$ cat src/fpnew_pkg.sv
// Shared definitions for the binary16 adder and its rounding block
// Import with a wildcard inside a module body, use scoped names in port lists
package fpnew_pkg;

  // RISC-V rounding modes, encoded as in the frm field
  typedef enum logic [2:0] {
    RNE = 3'b000, // Nearest, ties to even
    RTZ = 3'b001, // Toward zero
    RDN = 3'b010, // Toward minus infinity
    RUP = 3'b011, // Toward plus infinity
    RMM = 3'b100  // Nearest, ties away from zero
  } roundmode_e;

  // Half-precision format
  localparam int unsigned EXP_BITS = 5;
  localparam int unsigned MAN_BITS = 10;
  localparam int unsigned SIG_BITS = 11;  // Hidden bit plus stored mantissa
  localparam int unsigned GRD_BITS = 3;   // Guard, round, sticky
  localparam int unsigned BIAS     = 15;

  typedef logic [15:0] fp16_t;   // Packed operand or result
  typedef logic [6:0]  exp_t;    // Biased exponent, two extra bits for carry and borrow

  // Working significand
  // [14] carry, [13] hidden bit, [12:3] mantissa, [2:0] guard/round/sticky
  typedef logic [14:0] sig_t;

  typedef logic [3:0]  shamt_t;  // Shift count for align and normalize loops

  // Sequencer states
  typedef enum logic [2:0] {
    IDLE,
    UNPACK,
    ALIGN,
    ADD,
    NORM,
    ROUND
  } ctrl_state_e;

endpackage

$ cat src/fpadd_align.sv
// Operand unpack, magnitude swap and right-shift alignment
// Load captures both operands; each step shifts the smaller significand one bit,
// folding the bit shifted out into sticky
`timescale 1ns/1ps

module fpadd_align #(
  parameter int unsigned SHIFT_MAX = 14
) (
  input  logic              clk_i,
  input  logic              reset_i,
  input  logic              load_i,
  input  logic              step_i,
  input  fpnew_pkg::fp16_t  op_a_i,
  input  fpnew_pkg::fp16_t  op_b_i,
  input  logic              sub_i,
  output fpnew_pkg::sig_t   big_sig_o,
  output fpnew_pkg::sig_t   small_sig_o,
  output fpnew_pkg::exp_t   big_exp_o,
  output logic              sign_o,
  output logic              eff_sub_o,
  output fpnew_pkg::shamt_t shift_amt_o,
  output logic              skip_o
);

  import fpnew_pkg::*;

  // Shift limit, also bounded by the counter width
  localparam int unsigned AMT_CAP = (SHIFT_MAX < 15) ? SHIFT_MAX : 15;

  logic                sign_a, sign_b;
  logic [EXP_BITS-1:0] exp_a, exp_b;
  logic [14:0]         mag_a, mag_b;   // Exponent and mantissa, zero for subnormals
  sig_t                sig_a, sig_b;
  logic                a_big;
  logic [EXP_BITS-1:0] diff;
  shamt_t              diff_clamped;

  sig_t   big_sig_q, small_sig_q;
  exp_t   big_exp_q;
  logic   sign_q, eff_sub_q;
  shamt_t rem_q;                       // Alignment shifts still to do

  assign sign_a = op_a_i[15];
  assign sign_b = op_b_i[15] ^ sub_i;  // a - b is a + (-b)
  assign exp_a  = op_a_i[MAN_BITS +: EXP_BITS];
  assign exp_b  = op_b_i[MAN_BITS +: EXP_BITS];

  // Zero exponent field reads as zero
  assign mag_a = (exp_a == '0) ? '0 : op_a_i[14:0];
  assign mag_b = (exp_b == '0) ? '0 : op_b_i[14:0];

  // Hidden bit inserted, guard bits clear
  assign sig_a = (exp_a == '0) ? '0 : {1'b0, 1'b1, op_a_i[MAN_BITS-1:0], {GRD_BITS{1'b0}}};
  assign sig_b = (exp_b == '0) ? '0 : {1'b0, 1'b1, op_b_i[MAN_BITS-1:0], {GRD_BITS{1'b0}}};

  assign a_big = (mag_a >= mag_b);  // Ties keep a first
  assign diff  = a_big ? (exp_a - exp_b) : (exp_b - exp_a);

  always_comb begin
    if (diff > AMT_CAP) begin
      diff_clamped = shamt_t'(AMT_CAP);  // Past this the small operand is sticky only
    end else begin
      diff_clamped = diff[3:0];
    end
  end

  // Shift bookkeeping
  always_ff @(posedge clk_i) begin
    if (reset_i) begin
      rem_q <= '0;
    end else if (load_i) begin
      rem_q <= diff_clamped;
    end else if (step_i && (rem_q != '0)) begin
      rem_q <= rem_q - 1'b1;
    end
  end

  // Operand datapath
  always_ff @(posedge clk_i) begin
    if (load_i) begin
      big_sig_q   <= a_big ? sig_a : sig_b;
      small_sig_q <= a_big ? sig_b : sig_a;
      big_exp_q   <= a_big ? exp_t'(exp_a) : exp_t'(exp_b);
      sign_q      <= a_big ? sign_a : sign_b;
      eff_sub_q   <= sign_a ^ sign_b;
    end else if (step_i) begin
      // Shift right, sticky keeps the OR of everything shifted out
      small_sig_q <= {1'b0, small_sig_q[14:2], small_sig_q[1] | small_sig_q[0]};
    end
  end

  assign big_sig_o   = big_sig_q;
  assign small_sig_o = small_sig_q;
  assign big_exp_o   = big_exp_q;
  assign sign_o      = sign_q;
  assign eff_sub_o   = eff_sub_q;
  assign shift_amt_o = rem_q;  // Read by the counter in UNPACK

  assign skip_o = (rem_q == '0) || (small_sig_q == '0);

endmodule

$ cat src/fpadd_ctrl.sv
// Sequencer for the multi-cycle adder
// Steps unpack, align, add, normalize and round, and drives busy and a done pulse
`timescale 1ns/1ps

module fpadd_ctrl (
  input  logic clk_i,
  input  logic reset_i,
  input  logic start_i,
  input  logic cnt_zero_i,    // Step budget spent
  input  logic align_skip_i,  // No more alignment needed
  input  logic norm_done_i,   // Leading one in place or sum zero
  output logic load_o,
  output logic cnt_load_o,
  output logic align_step_o,
  output logic add_o,
  output logic norm_step_o,
  output logic round_o,
  output logic busy_o,
  output logic done_o
);

  import fpnew_pkg::*;

  ctrl_state_e state_q, state_d;
  logic done_q;
  logic align_end;  // Leave ALIGN this cycle
  logic norm_end;   // Leave NORM this cycle

  assign align_end = align_skip_i || cnt_zero_i;
  assign norm_end  = norm_done_i || cnt_zero_i;

  always_comb begin
    state_d = state_q;
    unique case (state_q)
      IDLE:   if (start_i) state_d = UNPACK;
      UNPACK: state_d = align_skip_i ? ADD : ALIGN;  // Equal exponents skip alignment
      ALIGN:  if (align_end) state_d = ADD;
      ADD:    state_d = NORM;
      NORM:   if (norm_end) state_d = ROUND;
      ROUND:  state_d = IDLE;
      default: state_d = IDLE;
    endcase
  end

  always_ff @(posedge clk_i) begin
    if (reset_i) begin
      state_q <= IDLE;
      done_q  <= 1'b0;
    end else begin
      state_q <= state_d;
      done_q  <= (state_q == ROUND);  // Lines up with the result register
    end
  end

  // Operands captured on the accepted strobe itself
  assign load_o = (state_q == IDLE) && start_i;

  // Counter gets the shift amount in UNPACK and the normalize budget in ADD
  assign cnt_load_o = (state_q == UNPACK) || (state_q == ADD);

  assign align_step_o = (state_q == ALIGN) && !align_end;
  assign add_o        = (state_q == ADD);
  assign norm_step_o  = (state_q == NORM) && !norm_end;
  assign round_o      = (state_q == ROUND);

  assign busy_o = (state_q != IDLE);  // A strobe while high is ignored
  assign done_o = done_q;

endmodule

$ cat src/fpadd_normalize.sv
// Significand add or subtract and left-shift normalization
// A carry out is fixed in the add cycle; each step then moves the sum one bit left
// until the hidden bit is set
`timescale 1ns/1ps

module fpadd_normalize (
  input  logic            clk_i,
  input  logic            reset_i,
  input  logic            add_i,
  input  logic            step_i,
  input  fpnew_pkg::sig_t big_sig_i,
  input  fpnew_pkg::sig_t small_sig_i,
  input  fpnew_pkg::exp_t big_exp_i,
  input  logic            eff_sub_i,
  output logic [14:0]     abs_value_o,    // {exponent, mantissa}
  output logic [1:0]      round_sticky_o,
  output logic            done_o,
  output logic            underflow_o
);

  import fpnew_pkg::*;

  localparam int unsigned HID = SIG_BITS + GRD_BITS - 1;  // Hidden bit position

  sig_t sum;    // Raw result, big operand never smaller than the aligned one
  sig_t sig_q;
  exp_t exp_q;

  assign sum = eff_sub_i ? (big_sig_i - small_sig_i) : (big_sig_i + small_sig_i);

  always_ff @(posedge clk_i) begin
    if (reset_i) begin
      sig_q <= '0;
      exp_q <= '0;
    end else if (add_i) begin
      if (sum == '0) begin
        sig_q <= '0;   // Exact cancellation
        exp_q <= '0;
      end else if (sum[HID+1]) begin
        // Carry out, one right shift with sticky
        sig_q <= {1'b0, sum[14:2], sum[1] | sum[0]};
        exp_q <= big_exp_i + 1'b1;
      end else begin
        sig_q <= sum;
        exp_q <= big_exp_i;
      end
    end else if (step_i) begin
      sig_q <= sig_q << 1;
      exp_q <= exp_q - 1'b1;  // May go negative, caught by underflow
    end
  end

  assign done_o = sig_q[HID] || (sig_q == '0);

  // Hidden bit dropped from the packed value
  assign abs_value_o = {exp_q[EXP_BITS-1:0], sig_q[HID-1 -: MAN_BITS]};

  // Guard becomes round, round and sticky merge
  assign round_sticky_o = {sig_q[GRD_BITS-1], |sig_q[GRD_BITS-2:0]};

  // Exponent zero or negative in two's complement
  assign underflow_o = exp_q[6] || (exp_q == '0);

endmodule

$ cat src/fpadd_shift_counter.sv
// Step budget for the align and normalize loops
// Loaded with a clamped count, decremented once per shift, stops at zero
`timescale 1ns/1ps

module fpadd_shift_counter #(
  parameter int unsigned SHIFT_MAX = 14
) (
  input  logic              clk_i,
  input  logic              reset_i,
  input  logic              cnt_load_i,
  input  fpnew_pkg::shamt_t load_value_i,
  input  logic              dec_i,
  output logic              cnt_zero_o
);

  import fpnew_pkg::*;

  shamt_t cnt_q;    // Remaining shifts
  shamt_t load_val; // Load value after clamping

  // Never allow more steps than the widest useful shift
  always_comb begin
    if (load_value_i > SHIFT_MAX) begin
      load_val = shamt_t'(SHIFT_MAX);
    end else begin
      load_val = load_value_i;
    end
  end

  always_ff @(posedge clk_i) begin
    if (reset_i) begin
      cnt_q <= '0;
    end else if (cnt_load_i) begin
      cnt_q <= load_val;
    end else if (dec_i && (cnt_q != '0)) begin
      cnt_q <= cnt_q - 1'b1;  // Saturates at zero
    end
  end

  assign cnt_zero_o = (cnt_q == '0);

endmodule

$ cat src/fpadd_unit.sv
// Multi-cycle binary16 adder, top level
// Pulse start_i while busy_o is low; result_o is valid with the done_o pulse
// and holds until the next one. Subnormals flush to zero, overflow gives infinity
`timescale 1ns/1ps

module fpadd_unit #(
  parameter int unsigned SHIFT_MAX = 14  // Widest alignment shift
) (
  input  logic                  clk_i,
  input  logic                  reset_i,
  input  logic                  start_i,
  input  fpnew_pkg::fp16_t      op_a_i,
  input  fpnew_pkg::fp16_t      op_b_i,
  input  logic                  sub_i,
  input  fpnew_pkg::roundmode_e rnd_mode_i,
  output fpnew_pkg::fp16_t      result_o,
  output logic                  busy_o,
  output logic                  done_o
);

  import fpnew_pkg::*;

  localparam int unsigned EXP_INF     = 2 * BIAS + 1;  // All-ones exponent field
  localparam shamt_t      NORM_BUDGET = (SHIFT_MAX > 15) ? 4'd15 : shamt_t'(SHIFT_MAX);

  // Controller commands
  logic load, cnt_load, align_step, add, norm_step, round;
  logic cnt_zero, align_skip, norm_done;

  shamt_t cnt_value;  // Counter load, alignment amount or normalize budget

  // Datapath between stages
  sig_t        big_sig, small_sig;
  exp_t        big_exp;
  logic        sign, eff_sub;
  shamt_t      shift_amt;
  logic [14:0] norm_abs, rnd_abs;
  logic [1:0]  round_sticky;
  logic        underflow;
  logic        rnd_sign, rnd_zero;
  logic        overflow;     // Exponent already at max before rounding

  roundmode_e rnd_mode_q;    // Mode of the running operation
  fp16_t      result_q;

  fpadd_ctrl ctrl0 (
    .clk_i        (clk_i),
    .reset_i      (reset_i),
    .start_i      (start_i),
    .cnt_zero_i   (cnt_zero),
    .align_skip_i (align_skip),
    .norm_done_i  (norm_done),
    .load_o       (load),
    .cnt_load_o   (cnt_load),
    .align_step_o (align_step),
    .add_o        (add),
    .norm_step_o  (norm_step),
    .round_o      (round),
    .busy_o       (busy_o),
    .done_o       (done_o)
  );

  assign cnt_value = add ? NORM_BUDGET : shift_amt;  // Reload happens in ADD

  fpadd_shift_counter #(.SHIFT_MAX(SHIFT_MAX)) cnt0 (
    .clk_i        (clk_i),
    .reset_i      (reset_i),
    .cnt_load_i   (cnt_load),
    .load_value_i (cnt_value),
    .dec_i        (align_step | norm_step),
    .cnt_zero_o   (cnt_zero)
  );

  fpadd_align #(.SHIFT_MAX(SHIFT_MAX)) align0 (
    .clk_i       (clk_i),
    .reset_i     (reset_i),
    .load_i      (load),
    .step_i      (align_step),
    .op_a_i      (op_a_i),
    .op_b_i      (op_b_i),
    .sub_i       (sub_i),
    .big_sig_o   (big_sig),
    .small_sig_o (small_sig),
    .big_exp_o   (big_exp),
    .sign_o      (sign),
    .eff_sub_o   (eff_sub),
    .shift_amt_o (shift_amt),
    .skip_o      (align_skip)
  );

  fpadd_normalize norm0 (
    .clk_i          (clk_i),
    .reset_i        (reset_i),
    .add_i          (add),
    .step_i         (norm_step),
    .big_sig_i      (big_sig),
    .small_sig_i    (small_sig),
    .big_exp_i      (big_exp),
    .eff_sub_i      (eff_sub),
    .abs_value_o    (norm_abs),
    .round_sticky_o (round_sticky),
    .done_o         (norm_done),
    .underflow_o    (underflow)
  );

  always_ff @(posedge clk_i) begin
    if (load) rnd_mode_q <= rnd_mode_i;
  end

  fpnew_rounding #(.AbsWidth(EXP_BITS + MAN_BITS)) rnd0 (
    .abs_value_i             (norm_abs),
    .sign_i                  (sign),
    .round_sticky_bits_i     (round_sticky),
    .rnd_mode_i              (rnd_mode_q),
    .effective_subtraction_i (eff_sub),
    .abs_rounded_o           (rnd_abs),
    .sign_o                  (rnd_sign),
    .zero_o                  (rnd_zero)
  );

  // Rounding up from here would wrap the 15-bit magnitude
  assign overflow = (norm_abs[MAN_BITS +: EXP_BITS] == EXP_BITS'(EXP_INF));

  always_ff @(posedge clk_i) begin
    if (reset_i) begin
      result_q <= '0;
    end else if (round) begin
      if (underflow || rnd_zero) begin
        result_q <= {rnd_sign, 15'b0};  // Signed zero
      end else if (overflow) begin
        result_q <= {rnd_sign, EXP_BITS'(EXP_INF), {MAN_BITS{1'b0}}};
      end else begin
        result_q <= {rnd_sign, rnd_abs};  // Carry to max exponent is already infinity
      end
    end
  end

  assign result_o = result_q;

endmodule

$ cat src/fpnew_rounding.sv
// Rounding decision for a sign-magnitude value plus round and sticky bits
// Purely combinational; a carry out of the mantissa ripples into the exponent
// field when AbsWidth covers both exponent and mantissa
`timescale 1ns/1ps

module fpnew_rounding #(
  parameter int unsigned AbsWidth = 15  // Exponent plus mantissa, sign excluded
) (
  input  logic [AbsWidth-1:0]  abs_value_i,             // Magnitude before rounding
  input  logic                 sign_i,
  input  logic [1:0]           round_sticky_bits_i,     // {round, sticky}
  input  fpnew_pkg::roundmode_e rnd_mode_i,
  input  logic                 effective_subtraction_i, // Operand signs differed
  output logic [AbsWidth-1:0]  abs_rounded_o,
  output logic                 sign_o,
  output logic                 zero_o                   // Exact zero result
);

  import fpnew_pkg::*;

  logic inexact;   // Any bit dropped below the ulp
  logic round_up;

  assign inexact = |round_sticky_bits_i;

  // RS = 00 exact, 01 below half, 10 tie, 11 above half
  always_comb begin
    unique case (rnd_mode_i)
      RNE: begin
        unique case (round_sticky_bits_i)
          2'b10:   round_up = abs_value_i[0];  // Tie, go to even
          2'b11:   round_up = 1'b1;
          default: round_up = 1'b0;            // Under half an ulp
        endcase
      end
      RTZ:     round_up = 1'b0;                     // Truncate
      RDN:     round_up = inexact & sign_i;         // Away from zero only if negative
      RUP:     round_up = inexact & ~sign_i;        // Away from zero only if positive
      RMM:     round_up = round_sticky_bits_i[1];   // Half or more goes up
      default: round_up = 1'b0;                     // Reserved encodings truncate
    endcase
  end

  // Mantissa overflow carries into exponent, max exponent becomes infinity
  assign abs_rounded_o = abs_value_i + AbsWidth'(round_up);

  // Nothing left and nothing dropped
  assign zero_o = (abs_value_i == '0) && !inexact;

  // x - x is +0 except under RDN
  always_comb begin
    if (zero_o && effective_subtraction_i) begin
      sign_o = (rnd_mode_i == RDN);
    end else begin
      sign_o = sign_i;
    end
  end

endmodule

$ cat config.mk
export PLATFORM = sky130hd
export DESIGN_NAME = fpadd_unit
export DESIGN_NICKNAME = d
export VERILOG_FILES = /design/src/fpnew_pkg.sv /design/src/fpadd_align.sv /design/src/fpadd_ctrl.sv /design/src/fpadd_normalize.sv /design/src/fpadd_shift_counter.sv /design/src/fpadd_unit.sv /design/src/fpnew_rounding.sv
export SDC_FILE = /design/constraint.sdc
export NUM_CORES = 1
export LEC_CHECK = 0
export ABC_AREA = 1
export BUFFER_PORTS_ARGS = -buffer_cell sky130_fd_sc_hd__buf_2
export CORE_AREA = 2 2 161 147
export CTS_CLUSTER_DIAMETER = 120
export CTS_CLUSTER_SIZE = 25
export DETAILED_ROUTE_END_ITERATION = 8
export DIE_AREA = 0 0 163 149
export PLACE_DENSITY = 0.54
export SYNTH_ARGS = -nofsm -noshare
export SYNTH_HDL_FRONTEND = slang
export SYNTH_SLANG_ARGS = --single-unit
$ cat constraint.sdc
create_clock -name clk_i -period 3.97 [get_ports clk_i]
set_input_delay 0.397 -clock clk_i [delete_from_list [all_inputs] [get_ports clk_i]]
set_output_delay 0.397 -clock clk_i [all_outputs]
set_load 0.005 [all_outputs]
==> results.json, run 1 <==
{
  "dp_hpwl_mm": 13.3,
  "syn_avg_cell_area_um2": 6.81,
  "p_per_area_nw_per_um2": 732,
  "tightestPinTransition_ns": 0.748,
  "cp.required_ns": 4.20,
  "syn-cell-area_um2": 6660,
  "finalWirelength_mm": 16.8,
  "clock_latency_ns": 0.35,
  "diodes": 0,
  "coreArea_um2": 22900,
  "hold_path_depth": 1,
  "setup_viol": 0,
  "cts_hold_buffers": 0,
  "synth-seq-cells": 85,
  "post-route-period-util_pct": 90.8,
  "synthCells": 977,
  "layout_commonest_cell": "nand2_1",
  "gp_congestion": 0.857,
  "ctsResizeCount": 0,
  "rsz0062_at_grt": "no",
  "grt_pass1_vias": 5793,
  "yosys_warnings": 0,
  "drc_errors": 0,
  "syn2layout_area_growth_pct": 13.4,
  "met3_length_um": 498,
  "met2RoutedLength_mm": 7.53,
  "path_clk_slew_ns": 0.07,
  "synth.distinct_cells": 46,
  "slew_violations": 0,
  "critPathLaunchType": "register",
  "final_core_util_pct": 33.0,
  "placed_area_um2": 7220,
  "highest_layer": "met4",
  "multiInputGateArea_um2": 3900,
  "reg2reg_depth": 19,
  "drive_above_1_share_pct": 11.2,
  "slew_headroom_pct": 50.0,
  "die_area_um2": 24300,
  "grt_use_total_pct": 14.5,
  "cp-end-kind": "register",
  "gr-total-overflow": 0,
  "fmaxAchievable_mhz": 277,
  "finalHoldViolCount": 0,
  "final_cell_mix": "nand2_1, inv_1, o21ai_0",
  "cts.sinks": 85,
  "whs_ns": 0.218,
  "crit_fanout": 23,
  "grt_max_degree": 43,
  "die_y_um": 149,
  "ir_drop_v": 0.000270,
  "cts_buffers": 9,
  "synth_edf_count": 35,
  "start_util_pct": 29.1,
  "yosysTopAreaCellShare_pct": 15.8,
  "cts_buffer_depth": 2,
  "synth_seq_area_share_pct": 30.8,
  "vias": 6178,
  "cts_root_buffer": "clkbuf_16",
  "place_ws_ns": 0.333,
  "finalClockSkew_ns": 0.0129,
  "cts_tree": "built",
  "drt_iter0_markers": 412,
  "period_needed_ns": 3.60,
  "wl_per_cell_um": 12.7,
  "synthFlopType": "dfxtp_1",
  "outcome": "completed",
  "critical_path_class": "register to register",
  "post_cts_buffers": 0,
  "cts-htree-levels": 3,
  "postSynth.asyncResetShare_pct": 0,
  "placementRows": 53,
  "maxCapViolCount": 0,
  "setup_tns_ns": 0,
  "die_x_um": 163,
  "hold_class": "primary input to register",
  "fillers": 2529,
  "synth.top_cells.by_area": "edfxtp_1, dfxtp_1, nand2_1, ha_1, inv_1",
  "grt_pass1_wl_mm": 28.5,
  "setup_ws_ns": 0.365,
  "ant_nets": 0,
  "pin_count": 57,
  "leakagePower_nw": 3.51,
  "final_nets": 1102,
  "wl_met1_mm": 8.57,
  "io_buffers": 56,
  "antenna_found_initial": 0,
  "synth_area_leader_cell": "edfxtp_1",
  "ff_latch_area_um2": 2050,
  "viasPerCell": 4.67,
  "arrival_ns": 3.83,
  "first_pass_iters": 5,
  "design_area_um2": 7550,
  "syn_nets": 1062
}
[layout make-up]
type | count | share of cell area (%)
Clock inverter | 7 | 1.16
Tap cell | 302 | 5.00
Multi-Input combinational cell | 710 | 51.7
Sequential cell | 85 | 27.2
Timing Repair Buffer | 63 | 4.57
Clock buffer | 9 | 2.98
Inverter | 148 | 7.42
[state kept, by name (all words and copies together), names as in the netlist]
signal	cells
align0.shift_amt_o	4
cnt0.cnt_q	4
rnd_mode_q	3
align0.big_exp_o	5
result_o	16
norm0.sig_q	15
align0.big_sig_o	11
align0.eff_sub_o	1
align0.small_sig_o	14
norm0.exp_q	7
ctrl0.state_q	3
ctrl0.done_o	1
align0.sign_o	1
[worst max-delay path, stage by stage, from the launching register on]
cell,delay (ns)
edfxtp_1,0.49
inv_1,0.16
nand3_1,0.13
nor3_1,0.22
nand3_1,0.14
nor3_1,0.22
nor2_1,0.10
a21oi_1,0.16
xor2_1,0.16
ha_1,0.29
a21oi_1,0.17
nand2_1,0.07
a21oi_1,0.17
nand3_1,0.21
nand2_8,0.22
inv_4,0.11
nor2_1,0.14
nand3_2,0.16
nand3_1,0.14
a21oi_2,0.05
[worst paths after layout]
check	startpoint	to	slack [ns]
hold / removal	rnd_mode_i[1]	rnd_mode_q[1]	0.22
hold reg to reg	norm0.sig_q[14]	norm0.sig_q[14]	0.45
setup reg to reg	align0.small_sig_o[0]	norm0.sig_q[0]	0.37
setup / recovery	align0.small_sig_o[0]	norm0.sig_q[0]	0.37
[layer usage]
layer / up-vias / GRT usage, %
li1: 3297 / -
met1: 2784 / 20.5
met2: 84 / 23.0
met3: 13 / 2.14
met4: 0 / 3.81
met5: - / 0
[cells in the mapped netlist (3+ instances only)]
cell type and instances:
nand2_1 241, inv_1 141, o21ai_0 96, a21oi_1 70, nand3_1 64, nor2_1 60, dfxtp_1 50, ha_1 44
edfxtp_1 35, xor2_1 26, clkbuf_1 23, nor3_1 12, nand4_1 10, o211ai_1 10, nand2_2 9, o21ai_1 8
nand3b_1 7, a31oi_1 6, buf_2 6, nand3_2 6, xnor2_1 5, buf_6 4, nor4_1 4, and2_1 3
clkinv_1 3, nor2_2 3, o21a_1 3
[per-stage QoR]
step | total power [mW] | cells
global placement | 4.61 | 1308
CTS | 5.53 | 1324
detailed placement | 4.62 | 1308
floorplan | 3.90 | 977
finish | 5.53 | 1324
global route | 6.11 | 1324
[power breakdown]
group          switching, mW  internal, mW
clock                  0.395         0.505
combinational           2.12          1.07
sequential             0.224          1.21
[cells by family (layout without fill, tap and decap cells)]
family | after synthesis | count (layout) | synth area share, %
AND/OR/NAND/NOR | 429 | 429 | 28.8
AO/OA/AOI/OAI | 204 | 204 | 16.5
buffers and inverters | 182 | 227 | 10.9
flip-flops | 85 | 85 | 30.8
adder cells (fa/ha/maj) | 46 | 46 | 8.87
XOR/XNOR | 31 | 31 | 4.08
Power figures use the tool's default switching activity.
==> run 2, diff against run 1 <==
--- a/config.mk
+++ b/config.mk
@@ -6,13 +6,12 @@
 export NUM_CORES = 1
 export LEC_CHECK = 0
 export ABC_AREA = 1
-export BUFFER_PORTS_ARGS = -buffer_cell sky130_fd_sc_hd__buf_2
 export CORE_AREA = 2 2 161 147
 export CTS_CLUSTER_DIAMETER = 120
-export CTS_CLUSTER_SIZE = 25
 export DETAILED_ROUTE_END_ITERATION = 8
 export DIE_AREA = 0 0 163 149
-export PLACE_DENSITY = 0.54
+export DONT_BUFFER_PORTS = 1
+export PLACE_DENSITY = 0.52
 export SYNTH_ARGS = -nofsm -noshare
 export SYNTH_HDL_FRONTEND = slang
 export SYNTH_SLANG_ARGS = --single-unit
==> run 2 against run 1 <==
Against the previous run: critical path depth up 2; setup slack improved by 0.094 ns; wire length up 0.54%; clock skew is 0.0048 ns lower; hold slack lost 0.11 ns; core utilization decreased by 1.3 points; critical path type unchanged; die area stayed put; highest routed layer unchanged; sequential cell count unchanged; register-to-register slack better by 0.09 ns; fmax rose by 2.7%; cell count shrank 4.2%.
==> results.json, run 2 (synthesis results as in run 1) <==
{
  "outcome": "completed",
  "crit_fanout": 17,
  "drive_above_1_share_pct": 6.10,
  "reg2reg_to": "norm0.exp_q[0]",
  "largest_register_ffs": 16,
  "r2r_setup_slack_ns": 0.46,
  "design_area_um2": 7260,
  "cts_tree": "built",
  "syn2layout_area_growth_pct": 8.98,
  "cts_buffer_depth": 2,
  "highest_layer": "met4",
  "vias": 6026,
  "crit_end": "norm0.exp_q[0]",
  "hold_path_depth": 1,
  "hold_class": "primary input to register",
  "gp_congestion": 0.844,
  "pin_count": 57,
  "die_x_um": 163,
  "grt_pass1_vias": 5781,
  "maxCapViolCount": 0,
  "gr-total-overflow": 0,
  "final_cell_mix": "nand2_1, inv_1, o21ai_0",
  "viasPerCell": 4.75,
  "p_per_area_nw_per_um2": 763,
  "grt_max_degree": 43,
  "cts.sinks": 85,
  "io_buffers": 0,
  "met3_length_um": 611,
  "power_mw": 5.54,
  "layout_commonest_cell": "nand2_1",
  "final_cells": 1269,
  "leakagePower_nw": 3.27,
  "slew_violations": 0,
  "first_pass_iters": 5,
  "setup_viol": 0,
  "cts_buffers": 9,
  "critical_path.startpoint": "align0.small_sig_o[0]",
  "critical_path_class": "register to register",
  "ir_drop_v": 0.000299,
  "post-route-period-util_pct": 88.4,
  "final_core_util_pct": 31.7,
  "placed_cells": 1249,
  "drc_errors": 0,
  "cts_hold_buffers": 0,
  "die_area_um2": 24300,
  "grt_use_total_pct": 14.5,
  "drt_iter0_markers": 345,
  "clock_latency_ns": 0.35,
  "final_nets": 1047,
  "finalClockSkew_ns": 0.00808,
  "coreArea_um2": 22900,
  "period_needed_ns": 3.51,
  "r2r_start": "align0.small_sig_o[0]",
  "cp.required_ns": 4.21,
  "tightestPinTransition_ns": 0.776,
  "placed_area_um2": 6910,
  "cp-end-kind": "register",
  "finalWirelength_mm": 16.9,
  "cts_root_buffer": "clkbuf_16",
  "wl_met1_mm": 8.49,
  "die_y_um": 149,
  "fmaxAchievable_mhz": 285,
  "placementRows": 53,
  "cts-htree-levels": 3,
  "reg2reg_depth": 21,
  "antenna_found_initial": 0,
  "ant_nets": 0,
  "path_clk_slew_ns": 0.07,
  "diodes": 0,
  "grt_pass1_wl_mm": 28.4,
  "start_util_pct": 29.1,
  "met2RoutedLength_mm": 7.56,
  "dp_hpwl_mm": 13.1,
  "critPathLaunchType": "register",
  "wl_per_cell_um": 13.3,
  "finalHoldViolCount": 0,
  "slew_headroom_pct": 48.1,
  "arrival_ns": 3.75
}
-- run 2: cell count changes in the layout (fill, tap and decap cells not counted), sizes merged --
cell | previous run | this run
inv | 150 | 149
buf | 63 | 7
clkbuf | 9 | 10
nand2 | 252 | 253
-- run 2: where the power goes --
part	internal, mW	switching, mW	leakage (nW)
Sequential	1.21	0.225	0.740
Combinational	1.08	2.12	2.37
Clock	0.517	0.381	0.156
-- run 2: final cells by class --
type	instances	area, um2
Fill cell	2532	15600
Multi-Input combinational cell	711	3900
Sequential cell	85	2050
Inverter	148	561
Tap cell	302	378
Clock buffer	10	239
Clock inverter	6	76.3
Timing Repair Buffer	7	52.6
-- run 2: worst min-delay path by stage --
stage / start / endpoint / slack (ns)
after floorplan: norm0.sig_q[14] / norm0.sig_q[14] / 0.43
after global placement: norm0.sig_q[14] / norm0.sig_q[14] / 0.44
after detailed placement: norm0.sig_q[14] / norm0.sig_q[14] / 0.44
after CTS: reset_i / norm0.sig_q[0] / 0.08
after global routing: reset_i / norm0.sig_q[0] / 0.09
final: reset_i / norm0.sig_q[0] / 0.10
-- run 2: what timing repair did --
action | 4_1_cts | 5_1_grt
resized for setup | 0 | 1
setup buffers | 0 | 3
endpoints found under the setup margin | 0 | 7
-- run 2: worst max-delay path, cell delays in order, from the launching register on --
cell,delay (ns)
edfxtp_1,0.48
inv_1,0.16
nand3_1,0.13
nor3_1,0.24
nand3_1,0.15
nor3_2,0.16
a31oi_1,0.12
xor2_1,0.15
inv_1,0.06
ha_1,0.34
nand2_1,0.10
nand2_1,0.08
nand3_1,0.07
nand2_1,0.05
a21oi_1,0.15
nand3_1,0.21
nand2_4,0.16
inv_4,0.09
nor2_1,0.13
nand3_2,0.17
nand3_1,0.12
a21oi_1,0.06
-- run 2: metal layers --
layer | vias up | global-route usage [%]
met5 | - | 0
met4 | 0 | 4.69
met3 | 15 | 2.06
met2 | 99 | 23.5
met1 | 2729 | 19.8
li1 | 3183 | -
-- run 2: metrics by stage --
| step | hold WS, ns | setup TNS, ns | setup WS, ns |
|---|---|---|---|
| final | 0.104 | 0 | 0.460 |
| after global routing | 0.0913 | -0.00555 | -0.00555 |
| after CTS | 0.0842 | 0 | 0.346 |
| after detailed placement | 0.444 | 0 | 0.356 |
| after global placement | 0.441 | 0 | 0.478 |
| after floorplan | 0.430 | 0 | 1.02 |
